==> src/dmc_cmd_pkg.sv <==
package dmc_cmd_pkg;

  // {cs_n, ras_n, cas_n, we_n}, all active low.
  typedef enum logic [3:0] {
    LMR      = 4'b0000,
    REF      = 4'b0001,
    PRE      = 4'b0010,
    ACT      = 4'b0011,
    WRITE    = 4'b0100,
    READ     = 4'b0101,
    NOP      = 4'b0111,
    DESELECT = 4'b1111
  } dfi_cmd_e;

  // Bit 0 selects read, bit 1 selects auto-precharge.
  typedef enum logic [2:0] {
    WR = 3'b000,
    RD = 3'b001,
    WP = 3'b010,
    RP = 3'b011
  } app_cmd_e;

  typedef enum logic [1:0] {IDLE, INIT, REFR, LDST} seq_state_e;

  typedef struct packed {
    dfi_cmd_e    cmd;
    logic [2:0]  bank;
    logic [15:0] addr;
  } cmd_entry_s;

endpackage

==> src/dmc_timing_pkg.sv <==
package dmc_timing_pkg;

  typedef logic [7:0] tick_t; // Saturates at all ones.

  localparam int dfi_addr_width_c = 16;
  localparam int dfi_bank_width_c = 3;

  localparam int dfi_burst_len_c = 4;

  // Timing defaults in DFI clock cycles.
  localparam int trefi_c       = 200;
  localparam int init_cycles_c = 16;
  localparam int tmrd_c        = 2;
  localparam int trfc_c        = 12;
  localparam int trp_c         = 3;
  localparam int tras_c        = 6;
  localparam int trrd_c        = 2;
  localparam int trcd_c        = 3;
  localparam int twr_c         = 3;
  localparam int twtr_c        = 4; // Keeps the write and read windows apart.
  localparam int trtp_c        = 2;
  localparam int trc_c         = 9;
  localparam int tcas_c        = 3;

  // Flat address map, bank field above row and column.
  localparam int bank_pos_c   = 24;
  localparam int bank_width_c = 3;
  localparam int row_width_c  = 14;
  localparam int col_width_c  = 10;

endpackage

==> src/dmc_bank_tracker.sv <==
`timescale 1ns/1ps

module dmc_bank_tracker #(
  parameter int app_addr_width_p,
  parameter int bank_pos_p,
  parameter int bank_width_p,
  parameter int row_width_p,
  parameter int col_width_p
) (
  input  logic                                         dfi_clk_i,
  input  logic                                         dfi_clk_sync_rst_i,
  input  logic [app_addr_width_p-1:0]                  app_addr_i,
  input  logic                                         push_i,
  input  dmc_cmd_pkg::cmd_entry_s                      entry_i,
  input  logic                                         auto_pre_i,
  output logic [dmc_timing_pkg::dfi_bank_width_c-1:0]  bank_o,
  output logic [dmc_timing_pkg::dfi_addr_width_c-1:0]  row_o,
  output logic [dmc_timing_pkg::dfi_addr_width_c-1:0]  col_o,
  output logic                                         bank_open_o,
  output logic                                         row_hit_o,
  output logic [dmc_timing_pkg::dfi_addr_width_c-1:0]  open_row_o,
  output logic                                         any_open_o
);
  import dmc_cmd_pkg::*;

  localparam logic [app_addr_width_p-1:0] low_mask_lp  = app_addr_width_p'((1 << bank_pos_p) - 1);
  localparam logic [app_addr_width_p-1:0] bank_mask_lp = app_addr_width_p'((1 << bank_width_p) - 1);
  localparam logic [app_addr_width_p-1:0] row_mask_lp  = app_addr_width_p'((1 << row_width_p) - 1);
  localparam logic [app_addr_width_p-1:0] col_mask_lp  = app_addr_width_p'((1 << col_width_p) - 1);

  logic [app_addr_width_p-1:0] row_col;
  logic [7:0]                  open_bank;
  logic [15:0]                 open_row [8];

  // Squeeze the bank field out, leaving row above column.
  assign row_col = ((app_addr_i >> (bank_pos_p + bank_width_p)) << bank_pos_p)
                   | (app_addr_i & low_mask_lp);
  assign bank_o  = 3'((app_addr_i >> bank_pos_p) & bank_mask_lp);
  assign row_o   = 16'((row_col >> col_width_p) & row_mask_lp);
  assign col_o   = 16'(row_col & col_mask_lp);

  assign bank_open_o = open_bank[bank_o];
  assign open_row_o  = open_row[bank_o];
  assign row_hit_o   = bank_open_o && (open_row_o == row_o);
  assign any_open_o  = |open_bank;

  always_ff @(posedge dfi_clk_i) begin
    if (dfi_clk_sync_rst_i) begin
      open_bank <= '0;
    end else if (push_i) begin
      case (entry_i.cmd)
        ACT:         open_bank[entry_i.bank] <= 1'b1;
        WRITE, READ: if (auto_pre_i) open_bank[entry_i.bank] <= 1'b0;
        PRE: begin
          if (entry_i.addr[10]) open_bank <= '0; // Precharge all.
          else open_bank[entry_i.bank] <= 1'b0;
        end
        default: ;
      endcase
    end
  end

  always_ff @(posedge dfi_clk_i) begin
    if (push_i && entry_i.cmd == ACT) open_row[entry_i.bank] <= entry_i.addr;
  end

endmodule

==> src/dmc_refresh_timer.sv <==
`timescale 1ns/1ps

module dmc_refresh_timer #(
  parameter int trefi_p
) (
  input  logic dfi_clk_i,
  input  logic dfi_clk_sync_rst_i,
  input  logic enable_i,
  input  logic refr_ack_i,
  output logic refr_req_o
);
  import dmc_timing_pkg::*;

  tick_t ref_tick;

  always_ff @(posedge dfi_clk_i) begin
    if (dfi_clk_sync_rst_i) begin
      ref_tick   <= '0;
      refr_req_o <= 1'b0;
    end else if (enable_i) begin
      if (ref_tick == tick_t'(trefi_p)) begin
        ref_tick   <= '0;
        refr_req_o <= 1'b1;
      end else if (refr_ack_i) begin
        refr_req_o <= 1'b0;
      end else if (!refr_req_o) begin
        ref_tick <= ref_tick + 1'b1; // Held while a refresh waits.
      end
    end
  end

endmodule

==> src/dmc_ctrl_fsm.sv <==
`timescale 1ns/1ps

module dmc_ctrl_fsm #(
  parameter int init_cycles_p,
  parameter int burst_len_p,
  parameter int tcas_p
) (
  input  logic                                         dfi_clk_i,
  input  logic                                         dfi_clk_sync_rst_i,
  input  logic                                         app_en_i,
  input  dmc_cmd_pkg::app_cmd_e                        app_cmd_i,
  input  logic                                         refr_req_i,
  input  logic                                         queue_ready_i,
  input  logic [dmc_timing_pkg::dfi_bank_width_c-1:0]  bank_i,
  input  logic [dmc_timing_pkg::dfi_addr_width_c-1:0]  row_i,
  input  logic [dmc_timing_pkg::dfi_addr_width_c-1:0]  col_i,
  input  logic                                         bank_open_i,
  input  logic                                         row_hit_i,
  input  logic [dmc_timing_pkg::dfi_addr_width_c-1:0]  open_row_i,
  input  logic                                         any_open_i,
  output logic                                         app_rdy_o,
  output logic                                         push_o,
  output dmc_cmd_pkg::cmd_entry_s                      entry_o,
  output logic                                         auto_pre_o,
  output logic                                         refr_ack_o,
  output logic                                         init_calib_complete_o
);
  import dmc_cmd_pkg::*;

  seq_state_e  state, next_state;
  logic [15:0] step; // Entries left in the phase, the last one at zero.

  assign push_o     = (state != IDLE) && queue_ready_i;
  assign app_rdy_o  = (state == LDST) && push_o && (step == '0);
  assign refr_ack_o = (state == REFR) && push_o && (step == '0);
  assign auto_pre_o = app_cmd_i[1];

  always_comb begin
    next_state = state;
    case (state)
      IDLE: begin
        if (!init_calib_complete_o) next_state = INIT;
        else if (refr_req_i) next_state = REFR;
        else if (app_en_i) next_state = LDST;
      end
      default: if (push_o && step == '0) next_state = IDLE;
    endcase
  end

  always_ff @(posedge dfi_clk_i) begin
    if (dfi_clk_sync_rst_i) state <= IDLE;
    else state <= next_state;
  end

  always_ff @(posedge dfi_clk_i) begin
    if (dfi_clk_sync_rst_i) begin
      step <= '0;
    end else if (state == IDLE) begin
      case (next_state)
        INIT:    step <= 16'(init_cycles_p);
        REFR:    step <= {15'd0, any_open_i};
        LDST:    step <= row_hit_i ? 16'd0 : (bank_open_i ? 16'd2 : 16'd1);
        default: step <= '0;
      endcase
    end else if (push_o && step != '0) begin
      step <= step - 1'b1;
    end
  end

  always_ff @(posedge dfi_clk_i) begin
    if (dfi_clk_sync_rst_i) init_calib_complete_o <= 1'b0;
    else if (state == INIT && push_o && step == '0) init_calib_complete_o <= 1'b1;
  end

  always_comb begin
    entry_o = '{cmd: DESELECT, bank: '0, addr: '0};
    case (state)
      INIT: begin
        case (step)
          16'd4:        entry_o = '{cmd: PRE, bank: '0, addr: 16'h0400};
          16'd3, 16'd2: entry_o.cmd = REF;
          16'd1: begin
            // CAS latency and burst length code.
            entry_o = '{cmd: LMR, bank: 3'd0,
                        addr: {8'h00, 4'(tcas_p), 4'($clog2(burst_len_p << 1))}};
          end
          16'd0:        entry_o = '{cmd: LMR, bank: 3'd2, addr: '0};
          default: ;    // Power-up wait.
        endcase
      end
      REFR: begin
        if (step[0]) entry_o = '{cmd: PRE, bank: '0, addr: 16'h0400};
        else entry_o.cmd = REF;
      end
      LDST: begin
        case (step[1:0])
          2'd2:    entry_o = '{cmd: PRE, bank: bank_i, addr: open_row_i};
          2'd1:    entry_o = '{cmd: ACT, bank: bank_i, addr: row_i};
          default: begin
            entry_o = '{cmd: app_cmd_i[0] ? READ : WRITE, bank: bank_i,
                        addr: {col_i[14:10], app_cmd_i[1], col_i[9:0]}}; // A10 is auto-precharge.
          end
        endcase
      end
      default: ;
    endcase
  end

endmodule

==> src/dmc_cmd_queue.sv <==
`timescale 1ns/1ps

module dmc_cmd_queue #(
  parameter int queue_depth_p
) (
  input  logic                    dfi_clk_i,
  input  logic                    dfi_clk_sync_rst_i,
  input  logic                    push_i,
  input  dmc_cmd_pkg::cmd_entry_s entry_i,
  input  logic                    pop_i,
  output logic                    ready_o,
  output logic                    valid_o,
  output dmc_cmd_pkg::cmd_entry_s head_o
);
  import dmc_cmd_pkg::*;

  localparam int ptr_width_lp = $clog2(queue_depth_p);

  cmd_entry_s              mem [queue_depth_p];
  logic [ptr_width_lp-1:0] wr_ptr, rd_ptr;
  logic [ptr_width_lp:0]   count;
  logic                    do_push, do_pop;

  function automatic logic [ptr_width_lp-1:0] wrap_inc(input logic [ptr_width_lp-1:0] ptr);
    return (ptr == ptr_width_lp'(queue_depth_p - 1)) ? '0 : ptr + 1'b1;
  endfunction

  assign ready_o = count != (ptr_width_lp + 1)'(queue_depth_p);
  assign valid_o = count != '0;
  assign head_o  = mem[rd_ptr];
  assign do_push = push_i && ready_o;
  assign do_pop  = pop_i && valid_o;

  always_ff @(posedge dfi_clk_i) begin
    if (do_push) mem[wr_ptr] <= entry_i;
  end

  always_ff @(posedge dfi_clk_i) begin
    if (dfi_clk_sync_rst_i) begin
      wr_ptr <= '0;
      rd_ptr <= '0;
      count  <= '0;
    end else begin
      if (do_push) wr_ptr <= wrap_inc(wr_ptr);
      if (do_pop) rd_ptr <= wrap_inc(rd_ptr);
      count <= count + (ptr_width_lp + 1)'(do_push) - (ptr_width_lp + 1)'(do_pop);
    end
  end

endmodule

==> src/dmc_cmd_timer.sv <==
`timescale 1ns/1ps

module dmc_cmd_timer #(
  parameter int burst_len_p,
  parameter int tmrd_p,
  parameter int trfc_p,
  parameter int trp_p,
  parameter int tras_p,
  parameter int trrd_p,
  parameter int trcd_p,
  parameter int twr_p,
  parameter int twtr_p,
  parameter int trtp_p,
  parameter int trc_p,
  parameter int tcas_p
) (
  input  logic                  dfi_clk_i,
  input  logic                  dfi_clk_sync_rst_i,
  input  logic                  valid_i,
  input  dmc_cmd_pkg::dfi_cmd_e next_cmd_i,
  output logic                  issue_o
);
  import dmc_cmd_pkg::*;
  import dmc_timing_pkg::*;

  dfi_cmd_e last_cmd;
  tick_t    cmd_tick, act_tick, wr_tick, rd_tick;
  logic     ok;

  function automatic logic met(input tick_t t, input int n);
    return int'(t) >= n;
  endfunction

  function automatic tick_t sat_inc(input tick_t t);
    return (t == '1) ? t : t + 1'b1;
  endfunction

  always_comb begin
    ok = 1'b1;
    case (last_cmd)
      LMR: ok = met(cmd_tick, tmrd_p);
      REF: ok = met(cmd_tick, trfc_p);
      PRE: ok = met(cmd_tick, trp_p) && (next_cmd_i != ACT || met(act_tick, trc_p));
      ACT: begin
        case (next_cmd_i)
          PRE:     ok = met(cmd_tick, tras_p);
          ACT:     ok = met(cmd_tick, trrd_p);
          WRITE:   ok = met(cmd_tick, trcd_p) && met(rd_tick, tcas_p + burst_len_p - 1);
          READ:    ok = met(cmd_tick, trcd_p) && met(wr_tick, twtr_p);
          default: ;
        endcase
      end
      WRITE: begin
        case (next_cmd_i)
          PRE:     ok = met(cmd_tick, twr_p) && met(act_tick, tras_p);
          WRITE:   ok = met(cmd_tick, burst_len_p - 1);
          READ:    ok = met(cmd_tick, twtr_p);
          ACT:     ok = met(act_tick, trc_p) && met(cmd_tick, twr_p + trp_p); // Auto-precharge.
          default: ;
        endcase
      end
      READ: begin
        case (next_cmd_i)
          PRE:     ok = met(cmd_tick, trtp_p) && met(act_tick, tras_p);
          WRITE:   ok = met(cmd_tick, tcas_p + burst_len_p - 1);
          READ:    ok = met(cmd_tick, burst_len_p - 1);
          ACT:     ok = met(act_tick, trc_p) && met(cmd_tick, trtp_p + trp_p);
          default: ;
        endcase
      end
      default: ;
    endcase
  end

  assign issue_o = valid_i && ok;

  always_ff @(posedge dfi_clk_i) begin
    if (dfi_clk_sync_rst_i) begin
      last_cmd <= NOP;
      cmd_tick <= '1; // Nothing issued yet.
      act_tick <= '1;
      wr_tick  <= '1;
      rd_tick  <= '1;
    end else begin
      if (issue_o) last_cmd <= next_cmd_i;
      cmd_tick <= issue_o ? '0 : sat_inc(cmd_tick);
      act_tick <= (issue_o && next_cmd_i == ACT) ? '0 : sat_inc(act_tick);
      wr_tick  <= (issue_o && next_cmd_i == WRITE) ? '0 : sat_inc(wr_tick);
      rd_tick  <= (issue_o && next_cmd_i == READ) ? '0 : sat_inc(rd_tick);
    end
  end

endmodule

==> src/dmc_dfi_issue.sv <==
`timescale 1ns/1ps

module dmc_dfi_issue #(
  parameter int burst_len_p,
  parameter int tcas_p
) (
  input  logic                                         dfi_clk_i,
  input  logic                                         dfi_clk_sync_rst_i,
  input  logic                                         issue_i,
  input  dmc_cmd_pkg::cmd_entry_s                      head_i,
  output logic                                         dfi_cke_o,
  output logic                                         dfi_cs_n_o,
  output logic                                         dfi_ras_n_o,
  output logic                                         dfi_cas_n_o,
  output logic                                         dfi_we_n_o,
  output logic [dmc_timing_pkg::dfi_bank_width_c-1:0]  dfi_bank_o,
  output logic [dmc_timing_pkg::dfi_addr_width_c-1:0]  dfi_address_o,
  output logic                                         dfi_wrdata_en_o,
  output logic                                         dfi_rddata_en_o
);
  import dmc_cmd_pkg::*;
  import dmc_timing_pkg::*;

  logic [1:0] data_en; // Write window in bit 0, read in bit 1.

  assign dfi_wrdata_en_o = data_en[0];
  assign dfi_rddata_en_o = data_en[1];

  always_ff @(posedge dfi_clk_i) begin
    if (dfi_clk_sync_rst_i) dfi_cke_o <= 1'b0;
    else dfi_cke_o <= 1'b1;
  end

  always_ff @(posedge dfi_clk_i) begin
    if (dfi_clk_sync_rst_i) begin
      {dfi_cs_n_o, dfi_ras_n_o, dfi_cas_n_o, dfi_we_n_o} <= DESELECT;
    end else if (issue_i) begin
      {dfi_cs_n_o, dfi_ras_n_o, dfi_cas_n_o, dfi_we_n_o} <= head_i.cmd;
    end else begin
      {dfi_cs_n_o, dfi_ras_n_o, dfi_cas_n_o, dfi_we_n_o} <= DESELECT;
    end
  end

  always_ff @(posedge dfi_clk_i) begin
    if (issue_i) begin
      dfi_bank_o    <= head_i.bank;
      dfi_address_o <= head_i.addr;
    end
  end

  // Write data starts one cycle earlier than read data.
  for (genvar ch = 0; ch < 2; ch++) begin : g_win
    localparam dfi_cmd_e match_lp = (ch == 0) ? WRITE : READ;
    localparam tick_t    delay_lp = tick_t'(tcas_p - 1 + ch);

    logic  cas_valid;
    tick_t cas_tick, burst_tick;

    always_ff @(posedge dfi_clk_i) begin
      if (dfi_clk_sync_rst_i) begin
        cas_valid <= 1'b0;
      end else if (issue_i && head_i.cmd == match_lp) begin
        cas_valid <= 1'b1;
        cas_tick  <= delay_lp;
      end else if (cas_valid) begin
        cas_tick <= cas_tick - 1'b1;
        if (cas_tick == 8'd1) cas_valid <= 1'b0;
      end
    end

    always_ff @(posedge dfi_clk_i) begin
      if (dfi_clk_sync_rst_i) begin
        data_en[ch] <= 1'b0;
      end else if (cas_valid && cas_tick == 8'd1) begin
        data_en[ch] <= 1'b1;
        burst_tick  <= tick_t'(burst_len_p - 1);
      end else if (data_en[ch]) begin
        burst_tick <= burst_tick - 1'b1;
        if (burst_tick == '0) data_en[ch] <= 1'b0;
      end
    end
  end

endmodule

==> src/dmc_top.sv <==
`timescale 1ns/1ps

module dmc_top #(
  parameter int app_addr_width_p = 28,
  parameter int bank_pos_p       = dmc_timing_pkg::bank_pos_c,
  parameter int bank_width_p     = dmc_timing_pkg::bank_width_c,
  parameter int row_width_p      = dmc_timing_pkg::row_width_c,
  parameter int col_width_p      = dmc_timing_pkg::col_width_c,
  parameter int burst_len_p      = dmc_timing_pkg::dfi_burst_len_c,
  parameter int trefi_p          = dmc_timing_pkg::trefi_c,
  parameter int init_cycles_p    = dmc_timing_pkg::init_cycles_c,
  parameter int tmrd_p           = dmc_timing_pkg::tmrd_c,
  parameter int trfc_p           = dmc_timing_pkg::trfc_c,
  parameter int trp_p            = dmc_timing_pkg::trp_c,
  parameter int tras_p           = dmc_timing_pkg::tras_c,
  parameter int trrd_p           = dmc_timing_pkg::trrd_c,
  parameter int trcd_p           = dmc_timing_pkg::trcd_c,
  parameter int twr_p            = dmc_timing_pkg::twr_c,
  parameter int twtr_p           = dmc_timing_pkg::twtr_c,
  parameter int trtp_p           = dmc_timing_pkg::trtp_c,
  parameter int trc_p            = dmc_timing_pkg::trc_c,
  parameter int tcas_p           = dmc_timing_pkg::tcas_c,
  parameter int queue_depth_p    = 4
) (
  input  logic                                         dfi_clk_i,
  input  logic                                         dfi_clk_sync_rst_i,
  input  logic                                         app_en_i,
  input  dmc_cmd_pkg::app_cmd_e                        app_cmd_i,
  input  logic [app_addr_width_p-1:0]                  app_addr_i,
  output logic                                         app_rdy_o,
  output logic                                         init_calib_complete_o,
  output logic                                         dfi_cke_o,
  output logic                                         dfi_cs_n_o,
  output logic                                         dfi_ras_n_o,
  output logic                                         dfi_cas_n_o,
  output logic                                         dfi_we_n_o,
  output logic [dmc_timing_pkg::dfi_bank_width_c-1:0]  dfi_bank_o,
  output logic [dmc_timing_pkg::dfi_addr_width_c-1:0]  dfi_address_o,
  output logic                                         dfi_wrdata_en_o,
  output logic                                         dfi_rddata_en_o
);
  import dmc_cmd_pkg::*;
  import dmc_timing_pkg::*;

  logic                        push, auto_pre, queue_ready, queue_valid, issue;
  logic                        refr_req, refr_ack;
  cmd_entry_s                  entry, head;
  logic [dfi_bank_width_c-1:0] bank;
  logic [dfi_addr_width_c-1:0] row, col, open_row;
  logic                        bank_open, row_hit, any_open;

  dmc_bank_tracker #(
    .app_addr_width_p(app_addr_width_p), .bank_pos_p(bank_pos_p),
    .bank_width_p(bank_width_p), .row_width_p(row_width_p), .col_width_p(col_width_p)
  ) u_tracker (
    .dfi_clk_i, .dfi_clk_sync_rst_i, .app_addr_i,
    .push_i(push), .entry_i(entry), .auto_pre_i(auto_pre),
    .bank_o(bank), .row_o(row), .col_o(col), .bank_open_o(bank_open),
    .row_hit_o(row_hit), .open_row_o(open_row), .any_open_o(any_open)
  );

  dmc_refresh_timer #(.trefi_p(trefi_p)) u_refresh (
    .dfi_clk_i, .dfi_clk_sync_rst_i, .enable_i(init_calib_complete_o),
    .refr_ack_i(refr_ack), .refr_req_o(refr_req)
  );

  dmc_ctrl_fsm #(
    .init_cycles_p(init_cycles_p), .burst_len_p(burst_len_p), .tcas_p(tcas_p)
  ) u_fsm (
    .dfi_clk_i, .dfi_clk_sync_rst_i, .app_en_i, .app_cmd_i,
    .refr_req_i(refr_req), .queue_ready_i(queue_ready),
    .bank_i(bank), .row_i(row), .col_i(col), .bank_open_i(bank_open),
    .row_hit_i(row_hit), .open_row_i(open_row), .any_open_i(any_open),
    .app_rdy_o, .push_o(push), .entry_o(entry), .auto_pre_o(auto_pre),
    .refr_ack_o(refr_ack), .init_calib_complete_o
  );

  dmc_cmd_queue #(.queue_depth_p(queue_depth_p)) u_queue (
    .dfi_clk_i, .dfi_clk_sync_rst_i, .push_i(push), .entry_i(entry), .pop_i(issue),
    .ready_o(queue_ready), .valid_o(queue_valid), .head_o(head)
  );

  dmc_cmd_timer #(
    .burst_len_p(burst_len_p), .tmrd_p(tmrd_p), .trfc_p(trfc_p), .trp_p(trp_p),
    .tras_p(tras_p), .trrd_p(trrd_p), .trcd_p(trcd_p), .twr_p(twr_p),
    .twtr_p(twtr_p), .trtp_p(trtp_p), .trc_p(trc_p), .tcas_p(tcas_p)
  ) u_timer (
    .dfi_clk_i, .dfi_clk_sync_rst_i, .valid_i(queue_valid), .next_cmd_i(head.cmd),
    .issue_o(issue)
  );

  dmc_dfi_issue #(.burst_len_p(burst_len_p), .tcas_p(tcas_p)) u_issue (
    .dfi_clk_i, .dfi_clk_sync_rst_i, .issue_i(issue), .head_i(head),
    .dfi_cke_o, .dfi_cs_n_o, .dfi_ras_n_o, .dfi_cas_n_o, .dfi_we_n_o,
    .dfi_bank_o, .dfi_address_o, .dfi_wrdata_en_o, .dfi_rddata_en_o
  );

endmodule

==> config.mk <==
export PLATFORM = sky130hd
export DESIGN_NAME = dmc_top
export DESIGN_NICKNAME = d
export VERILOG_FILES = /design/src/dmc_cmd_pkg.sv /design/src/dmc_timing_pkg.sv /design/src/dmc_bank_tracker.sv /design/src/dmc_refresh_timer.sv /design/src/dmc_ctrl_fsm.sv /design/src/dmc_cmd_queue.sv /design/src/dmc_cmd_timer.sv /design/src/dmc_dfi_issue.sv /design/src/dmc_top.sv
export SDC_FILE = /design/constraint.sdc
export NUM_CORES = 1
export LEC_CHECK = 0
export ABC_AREA = 1
export BUFFER_PORTS_ARGS = -buffer_cell sky130_fd_sc_hd__buf_2
export CELL_PAD_IN_SITES_DETAIL_PLACEMENT = 1
export CELL_PAD_IN_SITES_GLOBAL_PLACEMENT = 1
export CORE_ASPECT_RATIO = 0.8
export CORE_MARGIN = 2
export CORE_UTILIZATION = 35
export CTS_CLUSTER_DIAMETER = 120
export CTS_CLUSTER_SIZE = 40
export DETAILED_ROUTE_END_ITERATION = 8
export GPL_ROUTABILITY_DRIVEN = 0
export PLACE_DENSITY = 0.62
export SYNTH_ARGS = -nofsm -noshare
export SYNTH_HDL_FRONTEND = slang
export SYNTH_HIERARCHICAL = 1
export SYNTH_SLANG_ARGS = --single-unit
==> constraint.sdc <==
create_clock -name dfi_clk_i -period 4.7 [get_ports dfi_clk_i]
set_input_delay 0.705 -clock dfi_clk_i [delete_from_list [all_inputs] [get_ports dfi_clk_i]]
set_output_delay 0.705 -clock dfi_clk_i [all_outputs]
set_load 0.01 [all_outputs]
== Word-level counts from Yosys, hierarchy flattened ==
Memories as Yosys holds them, arrays and structs flattened. A register that Yosys moved wholly into a read port is not among the register bits.
Cells that the tools add are included.

* Bits in registers: 139
* Output and inout port bits: 28
* Bits in writable memories: 220
* Word-level logic and storage cells: 229
* Memories kept: 2
* Input bits: 34

* Multiplexer cells: 66
* Bitwise logic cells: 6
* Add/subtract/negate cells: 14
* Order comparisons: 13
* Reduce and logical (&&, ||, !) cells: 55
* Equality and inequality tests: 44

{| class="wikitable"
|+ Memory list
! name !! depth !! width !! rd ports !! clocked after Yosys merged registers in !! wr ports !! RTL line !! text
|-
| u_tracker.open_row || 8 || 16 || 1 || 0 || 1 || dmc_bank_tracker.sv:33 || <nowiki>logic [15:0] open_row [8];</nowiki>
|-
| u_queue.mem || 4 || 23 || 1 || 1 || 1 || dmc_cmd_queue.sv:19 || <nowiki>cmd_entry_s mem [queue_depth_p];</nowiki>
|}

{| class="wikitable"
|+ Operators with widths
! kind !! count
|-
| 8-bit two-way mux || 17
|-
| 23-bit one-hot mux with 3 select lines || 1
|-
| 18-bit one-hot mux with 3 select lines || 1
|-
| 8-bit by 3-bit >= comparator with 1-bit output, second input constant || 6
|-
| 16-bit two-way mux || 3
|-
| 16-bit one-hot mux with 3 select lines || 1
|-
| 23-bit one-hot mux with 2 select lines || 1
|-
| 8-bit by 1-bit adder with 8-bit output, second input constant || 5
|-
| 8-bit == test, second input constant || 5
|-
| 16-bit by 2-bit == test with 1-bit output, second input constant || 2
|-
| 8-bit by 1-bit subtractor with 8-bit output, second input constant || 4
|-
| 1-bit logical AND || 27
|-
| 4-bit by 2-bit == test with 1-bit output, second input constant || 6
|-
| 4-bit by 3-bit == test with 1-bit output, second input constant || 6
|-
| 1-bit by 24-bit bitwise OR with 24-bit output, first input constant || 1
|-
| 8-bit one-hot mux with 3 select lines || 1
|-
| 1-bit two-way mux || 22
|-
| 2-bit two-way mux || 11
|-
| 16-bit by 1-bit == test with 1-bit output, second input constant || 1
|-
| 16-bit by 14-bit == test with 1-bit output || 1
|-
| 16-bit by 3-bit == test with 1-bit output, second input constant || 1
|-
| 8-bit by 1-bit == test with 1-bit output, second input constant || 2
|-
| 8-bit by 2-bit >= comparator with 1-bit output, second input constant || 2
|-
| 8-bit by 4-bit >= comparator with 1-bit output, second input constant || 2
|-
| other kinds (35) || 69
|}

== Logic depth before layout (Yosys ltp) ==
Gate-level depths: netlist of run 1.

* Word-level depth: 12
* Depth in mapped cells: 25
* Depth with buffers taken out: 23

== Modules after synthesis ==
Netlist of run 1, hierarchy kept.

{| class="wikitable"
|+ By module, submodules not included
! module !! area each (µm²) !! cells each !! times used
|-
| dmc_bank_tracker || 6512.5 || 700 || 1
|-
| dmc_cmd_queue || 3922.5 || 284 || 1
|-
| dmc_dfi_issue || 2708.8 || 268 || 1
|-
| dmc_cmd_timer || 2294.7 || 354 || 1
|-
| dmc_ctrl_fsm || 1671.6 || 280 || 1
|-
| dmc_refresh_timer || 625.6 || 95 || 1
|}

== Least setup slack after synthesis of run 1 ==
OpenSTA, ideal clock, no wires.

* Path type: flip-flop to flip-flop
* Start: register (tool-made name)
* End: register u_queue.count[2]
* Buffers on the path: 2
* Setup slack: 1.280 ns
* Library setup time: 0.113 ns
* Period minus slack after synthesis: 3.420 ns
* Data required time: 4.587 ns
* Arrival time: 3.307 ns
* Cell stages (with the launch flop): 24
* Path through: dfxtp_1 -> buf_6 -> inv_6 -> buf_6 -> nor2_1 -> o22ai_1 -> nand3_1 -> nor2_2 -> o21ai_0 -> nand2_1 -> nor2_1 -> nand3_1 -> nand2_1 -> nand3_2 -> nand2_4 -> inv_4 -> a21boi_2 -> ha_1 -> inv_1 -> ha_1 -> inv_1 -> fa_1 -> nor2_1 -> nor2_1

{| class="wikitable"
|+ RTL lines
! what !! RTL line !! text
|-
| end signal: assignment || dmc_cmd_queue.sv:46 || <nowiki>count <= count + (ptr_width_lp + 1)'(do_push) - (ptr_width_lp + 1)'(do_pop);</nowiki>
|-
| end: declaration || dmc_cmd_queue.sv:21 || <nowiki>logic [ptr_width_lp:0] count;</nowiki>
|}

==> results of run 1 <==
-- cell type report --
cell class / instances / area [um^2]
fill: 5918 / 30940
clock inverter: 5 / 48.80
inverter: 265 / 1005
timing repair buffer: 90 / 528.0
sequential: 361 / 9940
multi-input combinational: 1275 / 6210
tap: 675 / 844.6
antenna: 6 / 15.01
clock buffer: 16 / 336.6
-- sequential cells by signal, indices dropped and copies added, names as in the netlist, 4 cells and up, named ones only --
name and cells:
u_tracker/open_row 128, u_queue/mem 92, u_fsm/step 16, u_issue/dfi_address_o 16, u_issue/g_win.burst_tick 16, u_issue/g_win.cas_tick 16
u_refresh/ref_tick 8, u_timer/act_tick 8, u_timer/cmd_tick 8, u_timer/rd_tick 8, u_timer/wr_tick 8, u_tracker/open_bank 8
u_timer/last_cmd 4
-- worst max-delay path: stages (launching register included) --
cell and delay (ps):
dfxtp_1 450, inv_6 350, o21ai_1 120, o22ai_1 560, nand4_1 370, nand3_1 190, nand3_1 80, nand2_1 90
a21oi_2 60, nand3_2 110, nand2_4 70, inv_4 50, buf_4 360, nand4_1 460, a21oi_1 280, buf_4 200
-- final timing paths --
| kind | to | slack, ps | startpoint | cells after the start |
|---|---|---|---|---|
| worst max register to register | u_issue/g_win[1].cas_tick[6]$_SDFFCE_PP0P_ | 630 | register | 15 |
| worst max-delay path | u_issue/g_win[1].cas_tick[6]$_SDFFCE_PP0P_ | 630 | register | 15 |
| worst min-delay path | u_refresh/ref_tick[4]$_SDFFE_PP0P_ | 510 | u_refresh/ref_tick[4]$_SDFFE_PP0P_ | 2 |
| worst min register to register | u_refresh/ref_tick[4]$_SDFFE_PP0P_ | 510 | u_refresh/ref_tick[4]$_SDFFE_PP0P_ | 2 |
-- layer usage --
metal	vias to the layer above	GRT usage (%)	wire length (um)
met2	110	28.75	20180
li1	6482	-	-
met3	25	1.725	1164
met5	-	0	0
met1	6408	23.89	22370
met4	0	2.715	586
-- cell usage in the layout, fill, tap and decap left out, types with 4 or more instances in the layout --
cell type / instances
nor2_2: 19
o21ai_0: 94
nor3_1: 16
nand4_1: 15
xor2_1: 20
ha_1: 33
a21oi_1: 59
inv_2: 11
buf_4: 31
a22oi_1: 9
a21oi_2: 4
conb_1: 7
edfxtp_1: 271
o21ai_1: 26
nand2_4: 6
clkbuf_16: 13
nand3_1: 154
nand3b_1: 11
dfxtp_1: 90
nand2_2: 10
inv_1: 248
o211ai_1: 7
nor3b_1: 4
o21bai_1: 4
nor2_4: 8
buf_2: 59
o22ai_1: 23
nor2_1: 239
nand2_1: 479
diode_2: 6
-- through the flow --
| step | hold WS (ps) | instances | instance area (um^2) |
|---|---|---|---|
| after floorplan | 443.5 | 1986 | 17750 |
| after global placement | 472.5 | 2666 | 18530 |
| after detailed placement | 479.7 | 2666 | 18530 |
| after CTS | 507.6 | 2687 | 18910 |
| after global routing | 541.8 | 2687 | 18910 |
| final | 505.6 | 2693 | 18930 |
-- where the power goes --
part / switching (uW) / internal [uW]
clock: 1010 / 540
combinational: 2030 / 965
sequential: 264 / 3930
==> results_dict.tcl, run 1 <==
set metrics [dict create \
    status "finished clean" \
    path_max_fanout 46 \
    fin_util_pct 37.95 \
    routed_wl_mm 44.30 \
    start_util_pct 35.55 \
    worstSkewPairLatency_ps 550 \
    rsz0062_at_grt "no" \
    grt_usage_pct 16.94 \
    total_power_uw 8739 \
    setup_viol 0 \
    critPathLaunchType "register" \
    path_clk_slew_ps 150 \
    p_leak_uw 0.007979 \
    cts_buffers 13 \
    grt_pass1_vias 13440 \
    place.port_buffers 59 \
    cts_tree "yes" \
    drive_gt1_share_pct 9.095 \
    die-width_um 255.6 \
    die_height_um 205.3 \
    setup_ws_ps 629.2 \
    worst_pin_slew_ps 1018 \
    clock_path_buffers 3 \
    fp.coreArea_mm2 0.04987 \
    hold_path.class "register to register" \
    cts_setup_buffers 0 \
    viasPerCell 4.837 \
    cts_max_level 1 \
    relSlewSlack_pct 31.68 \
    ant_nets 0 \
    period_needed_ps 4071 \
    syn_area_per_cell_um2 8.954 \
    peakVddDrop_uv 284.3 \
    drc 0 \
    skew_ps 22.82 \
    hpwl_mm 29.52 \
    cts_sinks 361 \
    cp.required_ps 4970 \
    ioPinCount 62 \
    drt_pass1_iterations 5 \
    clock-root-buffer "clkbuf_16" \
    nNetsFinal 2074 \
    ctsHoldBuffers 0 \
    finalCritPeriodShare_pct 86.61 \
    grt-ovfl-total 0 \
    critPathArrivalTime_ps 4340 \
    worst-setup-path-type "register to register" \
    drtIter0Drc 677 \
    syn_area_mm2 0.01773 \
    grt_pass1_wl_mm 71.46 \
    post-place-ws_ps 574.2 \
    rows 73 \
    grt_max_degree 81 \
    dieArea_mm2 0.05248 \
    vias 13030 \
    tns_ps 0 \
    drv_slew 0 \
    power_density_mw_per_mm2 461.7 \
    cp-end-kind "register" \
    cts-resized-gates 0 \
    synthCells 1980 \
    drv_cap 0 \
    synth_warnings 6 \
    wl_per_cell_um 16.45 \
    timing_hold_violations_final 0 \
    fmax_ghz 0.2457 \
    syn_to_final_growth_pct 6.761 \
    antenna_found_initial 2 \
]
(Power assumes the default switching activity.)
==> run 2, diff against run 1 <==
PLACE_DENSITY = 0.61   (was 0.62)
SYNTH_HIERARCHICAL = not set   (was 1)
==> run 2 against run 1 <==
Design area down 5.8%. Synthesized area down 7.9%. Total power down 3.9%. Cell count down 13%. Utilization up 0.91 points. Clock-buffer cell count up 3. Clock power about the same. Hold slack worse by 16 ps. Largest cell class unchanged.
==> results_dict.tcl, run 2 <==
set metrics [dict create \
    status "finished clean" \
    synth.most_common_cell "nor2_1" \
    nNetsFinal 1802 \
    rsz0062_at_grt "no" \
    critPathArrivalTime_ps 4250 \
    worst-setup-path-type "register to register" \
    setup_viol 0 \
    fin_util_pct 38.87 \
    viasPerCell 4.960 \
    final_cell_mix "271 x nor2_1, 271 x edfxtp_1, 261 x nand2_1, 184 x o21ai_0, 171 x inv_1" \
    worstHoldStart "u_issue.g_win[1].cas_valid$_SDFF_PP0_" \
    top_layer_used "met4" \
    grt_pass1_vias 11920 \
    synth_edf_count 271 \
    synthCells 1685 \
    syn_area_mm2 0.01634 \
    drc 0 \
    fmax_ghz 0.2635 \
    rr_endpoint "u_queue.count[2]$_SDFF_PP0_" \
    grt_max_degree 64 \
    ys_types 49 \
    crit_slowest_cell "inv_2" \
    clock_path_buffers 3 \
    cts_tree "yes" \
    ys_top_cells_by_count "275 x nor2_1, 271 x edfxtp_1, 261 x nand2_1, 186 x o21ai_0, 171 x inv_1" \
    cp-end-kind "register" \
    antenna_found_initial 0 \
    cts_buffers 13 \
    hold_slack_ps 489.9 \
    largest_reg_flops 128 \
    cts_sinks 361 \
    synth_top_cell_area_share_pct 49.82 \
    ff2ff_setup_slack_ps 910 \
    p_leak_uw 0.006958 \
    grt_usage_pct 16.72 \
    ioPinCount 62 \
    holdPathEnd "u_issue.g_win[1].cas_valid$_SDFF_PP0_" \
    die_height_um 197.2 \
    clock-root-buffer "clkbuf_16" \
    die-width_um 245.5 \
    vias 11690 \
    routed_wl_mm 40.27 \
    path_max_fanout 47 \
    cts_setup_buffers 0 \
    worstRegToRegCells 20 \
    worstSkewPairLatency_ps 550 \
    drtIter0Drc 664 \
    drive_gt1_share_pct 8.376 \
    peakVddDrop_uv 335.6 \
    timing_hold_violations_final 0 \
    power_density_mw_per_mm2 470.6 \
    dp_cells 2333 \
    crit_cells 20 \
    start_util_pct 35.59 \
    whs_path_depth 2 \
    top_regs "u_tracker.open_row: 128 flops, u_queue.mem: 92 flops" \
    relSlewSlack_pct 15.53 \
    cts_max_level 1 \
    drv_slew 0 \
    fp.coreArea_mm2 0.04589 \
    synth_nets 1751 \
    syn_to_final_growth_pct 9.191 \
    tns_ps 0 \
    cts-resized-gates 0 \
    wl_per_cell_um 17.09 \
    path_clk_slew_ps 150 \
    critPathLaunchType "register" \
    dieArea_mm2 0.04843 \
    wl_met3_um 899 \
    regMostFlops "u_tracker.open_row" \
    drv_cap 0 \
    grt-ovfl-total 0 \
    drt_pass1_iterations 4 \
    met1_length_mm 20.61 \
    crit_buf_inv 4 \
    async_flop_share_pct 0 \
    crit_path_cell_trace "inv_2, nand2_1, nand3_1, nand2_2, nor2_1, nand2_1, o21ai_1, o21ai_0, nor2_2, nand2_4, nand2_4, inv_4, ha_1, inv_1, ha_1, inv_1, fa_1, xor2_1, o21ai_0, a21oi_1" \
    synth_seq_area_share_pct 60.85 \
    ctsHoldBuffers 0 \
    cp.required_ps 5160 \
    place.port_buffers 59 \
    hpwl_mm 27.07 \
    finalCritPeriodShare_pct 80.74 \
    synth_warnings 0 \
    period_needed_ps 3795 \
    grt_pass1_wl_mm 64.87 \
    fin_cells 2356 \
    total_power_uw 8395 \
    syn_area_per_cell_um2 9.695 \
    cpPeakStageDelay_ps 590 \
    synth-main-ff-cell "edfxtp_1" \
    worst_pin_slew_ps 1259 \
    synth_top_area_cell "edfxtp_1" \
    wl_met2_mm 18.03 \
    skew_ps 33.23 \
    hold_path.class "register to register" \
    synth.top_cells.by_area "edfxtp_1 50%, dfxtp_1 11%, nor2_1 6.3%" \
    path_delay_family "simple AND/OR/NAND/NOR gates" \
    rows 70 \
    ant_nets 0 \
    yosys_register_bits 361 \
]
## run 2: changes by cell type in the layout (fill, tap and decap cells not counted), sizes merged, moves of 4 or more
cell and change:
clkinv -5, xor2 +7, nand3 -82, xnor2 +10, o211ai +16, o21ai +67, o22ai +6, conb -7
inv -82, nand3b -4, diode -5, nor2 +15, nand2 -226
## run 2: cell families after synthesis
logic type               count (synthesis)  share of synthesized area [%]
AO/OA/AOI/OAI                          327                          11.14
XOR/XNOR                                40                          2.145
adder cells (fa/ha/maj)                 32                          2.497
buffers and inverters                  235                          5.614
flip-flops                             361                          60.85
AND/OR/NAND/NOR                        690                          17.76
## run 2: worst max-delay path by stage
stage	start	end	slack (ps)
2_1_floorplan	u_timer.act_tick[1]$_SDFFE_PP1P_	u_queue.count[2]$_SDFF_PP0_	1780
3_3_place_gp	register	u_queue.count[2]$_SDFF_PP0_	990
3_5_place_dp	register	u_queue.count[2]$_SDFF_PP0_	890
4_1_cts	register	u_queue.count[2]$_SDFF_PP0_	880
5_1_grt	register	u_queue.count[2]$_SDFF_PP0_	450
6_report	register	u_queue.count[2]$_SDFF_PP0_	910
## run 2: stage by stage
| step | setup WS (ps) | cell area, um^2 |
|---|---|---|
| after floorplan | 1778 | 16340 |
| after global placement | 992.3 | 17420 |
| after detailed placement | 892.5 | 17420 |
| after CTS | 876.4 | 17830 |
| after global routing | 448.3 | 17830 |
| final | 905.1 | 17840 |
## run 2: worst reg2reg max path, stage by stage, from the launching register on
cell	delay, ps
dfxtp_1	350
inv_2	590
nand2_1	160
nand3_1	130
nand2_2	140
nor2_1	160
nand2_1	80
o21ai_1	140
o21ai_0	120
nor2_2	170
nand2_4	90
nand2_4	170
inv_4	90
ha_1	290
inv_1	60
ha_1	150
inv_1	50
fa_1	370
xor2_1	180
o21ai_0	160
a21oi_1	50
## run 2: layout make-up
cell class                      count  area, um^2
Multi-Input combinational cell   1089        5489
Inverter                          180       678.2
Clock inverter                      3       45.04
Tap cell                          612       765.7
Fill cell                        5249       28060
Timing Repair Buffer               91       548.0
Clock buffer                       19       369.1
Antenna cell                        1       2.502
Sequential cell                   361        9940
## run 2: power breakdown
group | leakage, uW | switching [uW] | internal (uW) | total, uW
clock network | 0.000200 | 993 | 585 | 1580
registers | 0.00333 | 230 | 3920 | 4150
logic | 0.00343 | 1830 | 845 | 2670
## run 2: metal layers
metal	GRT usage, %	vias up
li1	-	5807
met2	27.25	95
met3	1.549	30
met5	0	-
met4	3.277	0
met1	24.34	5753
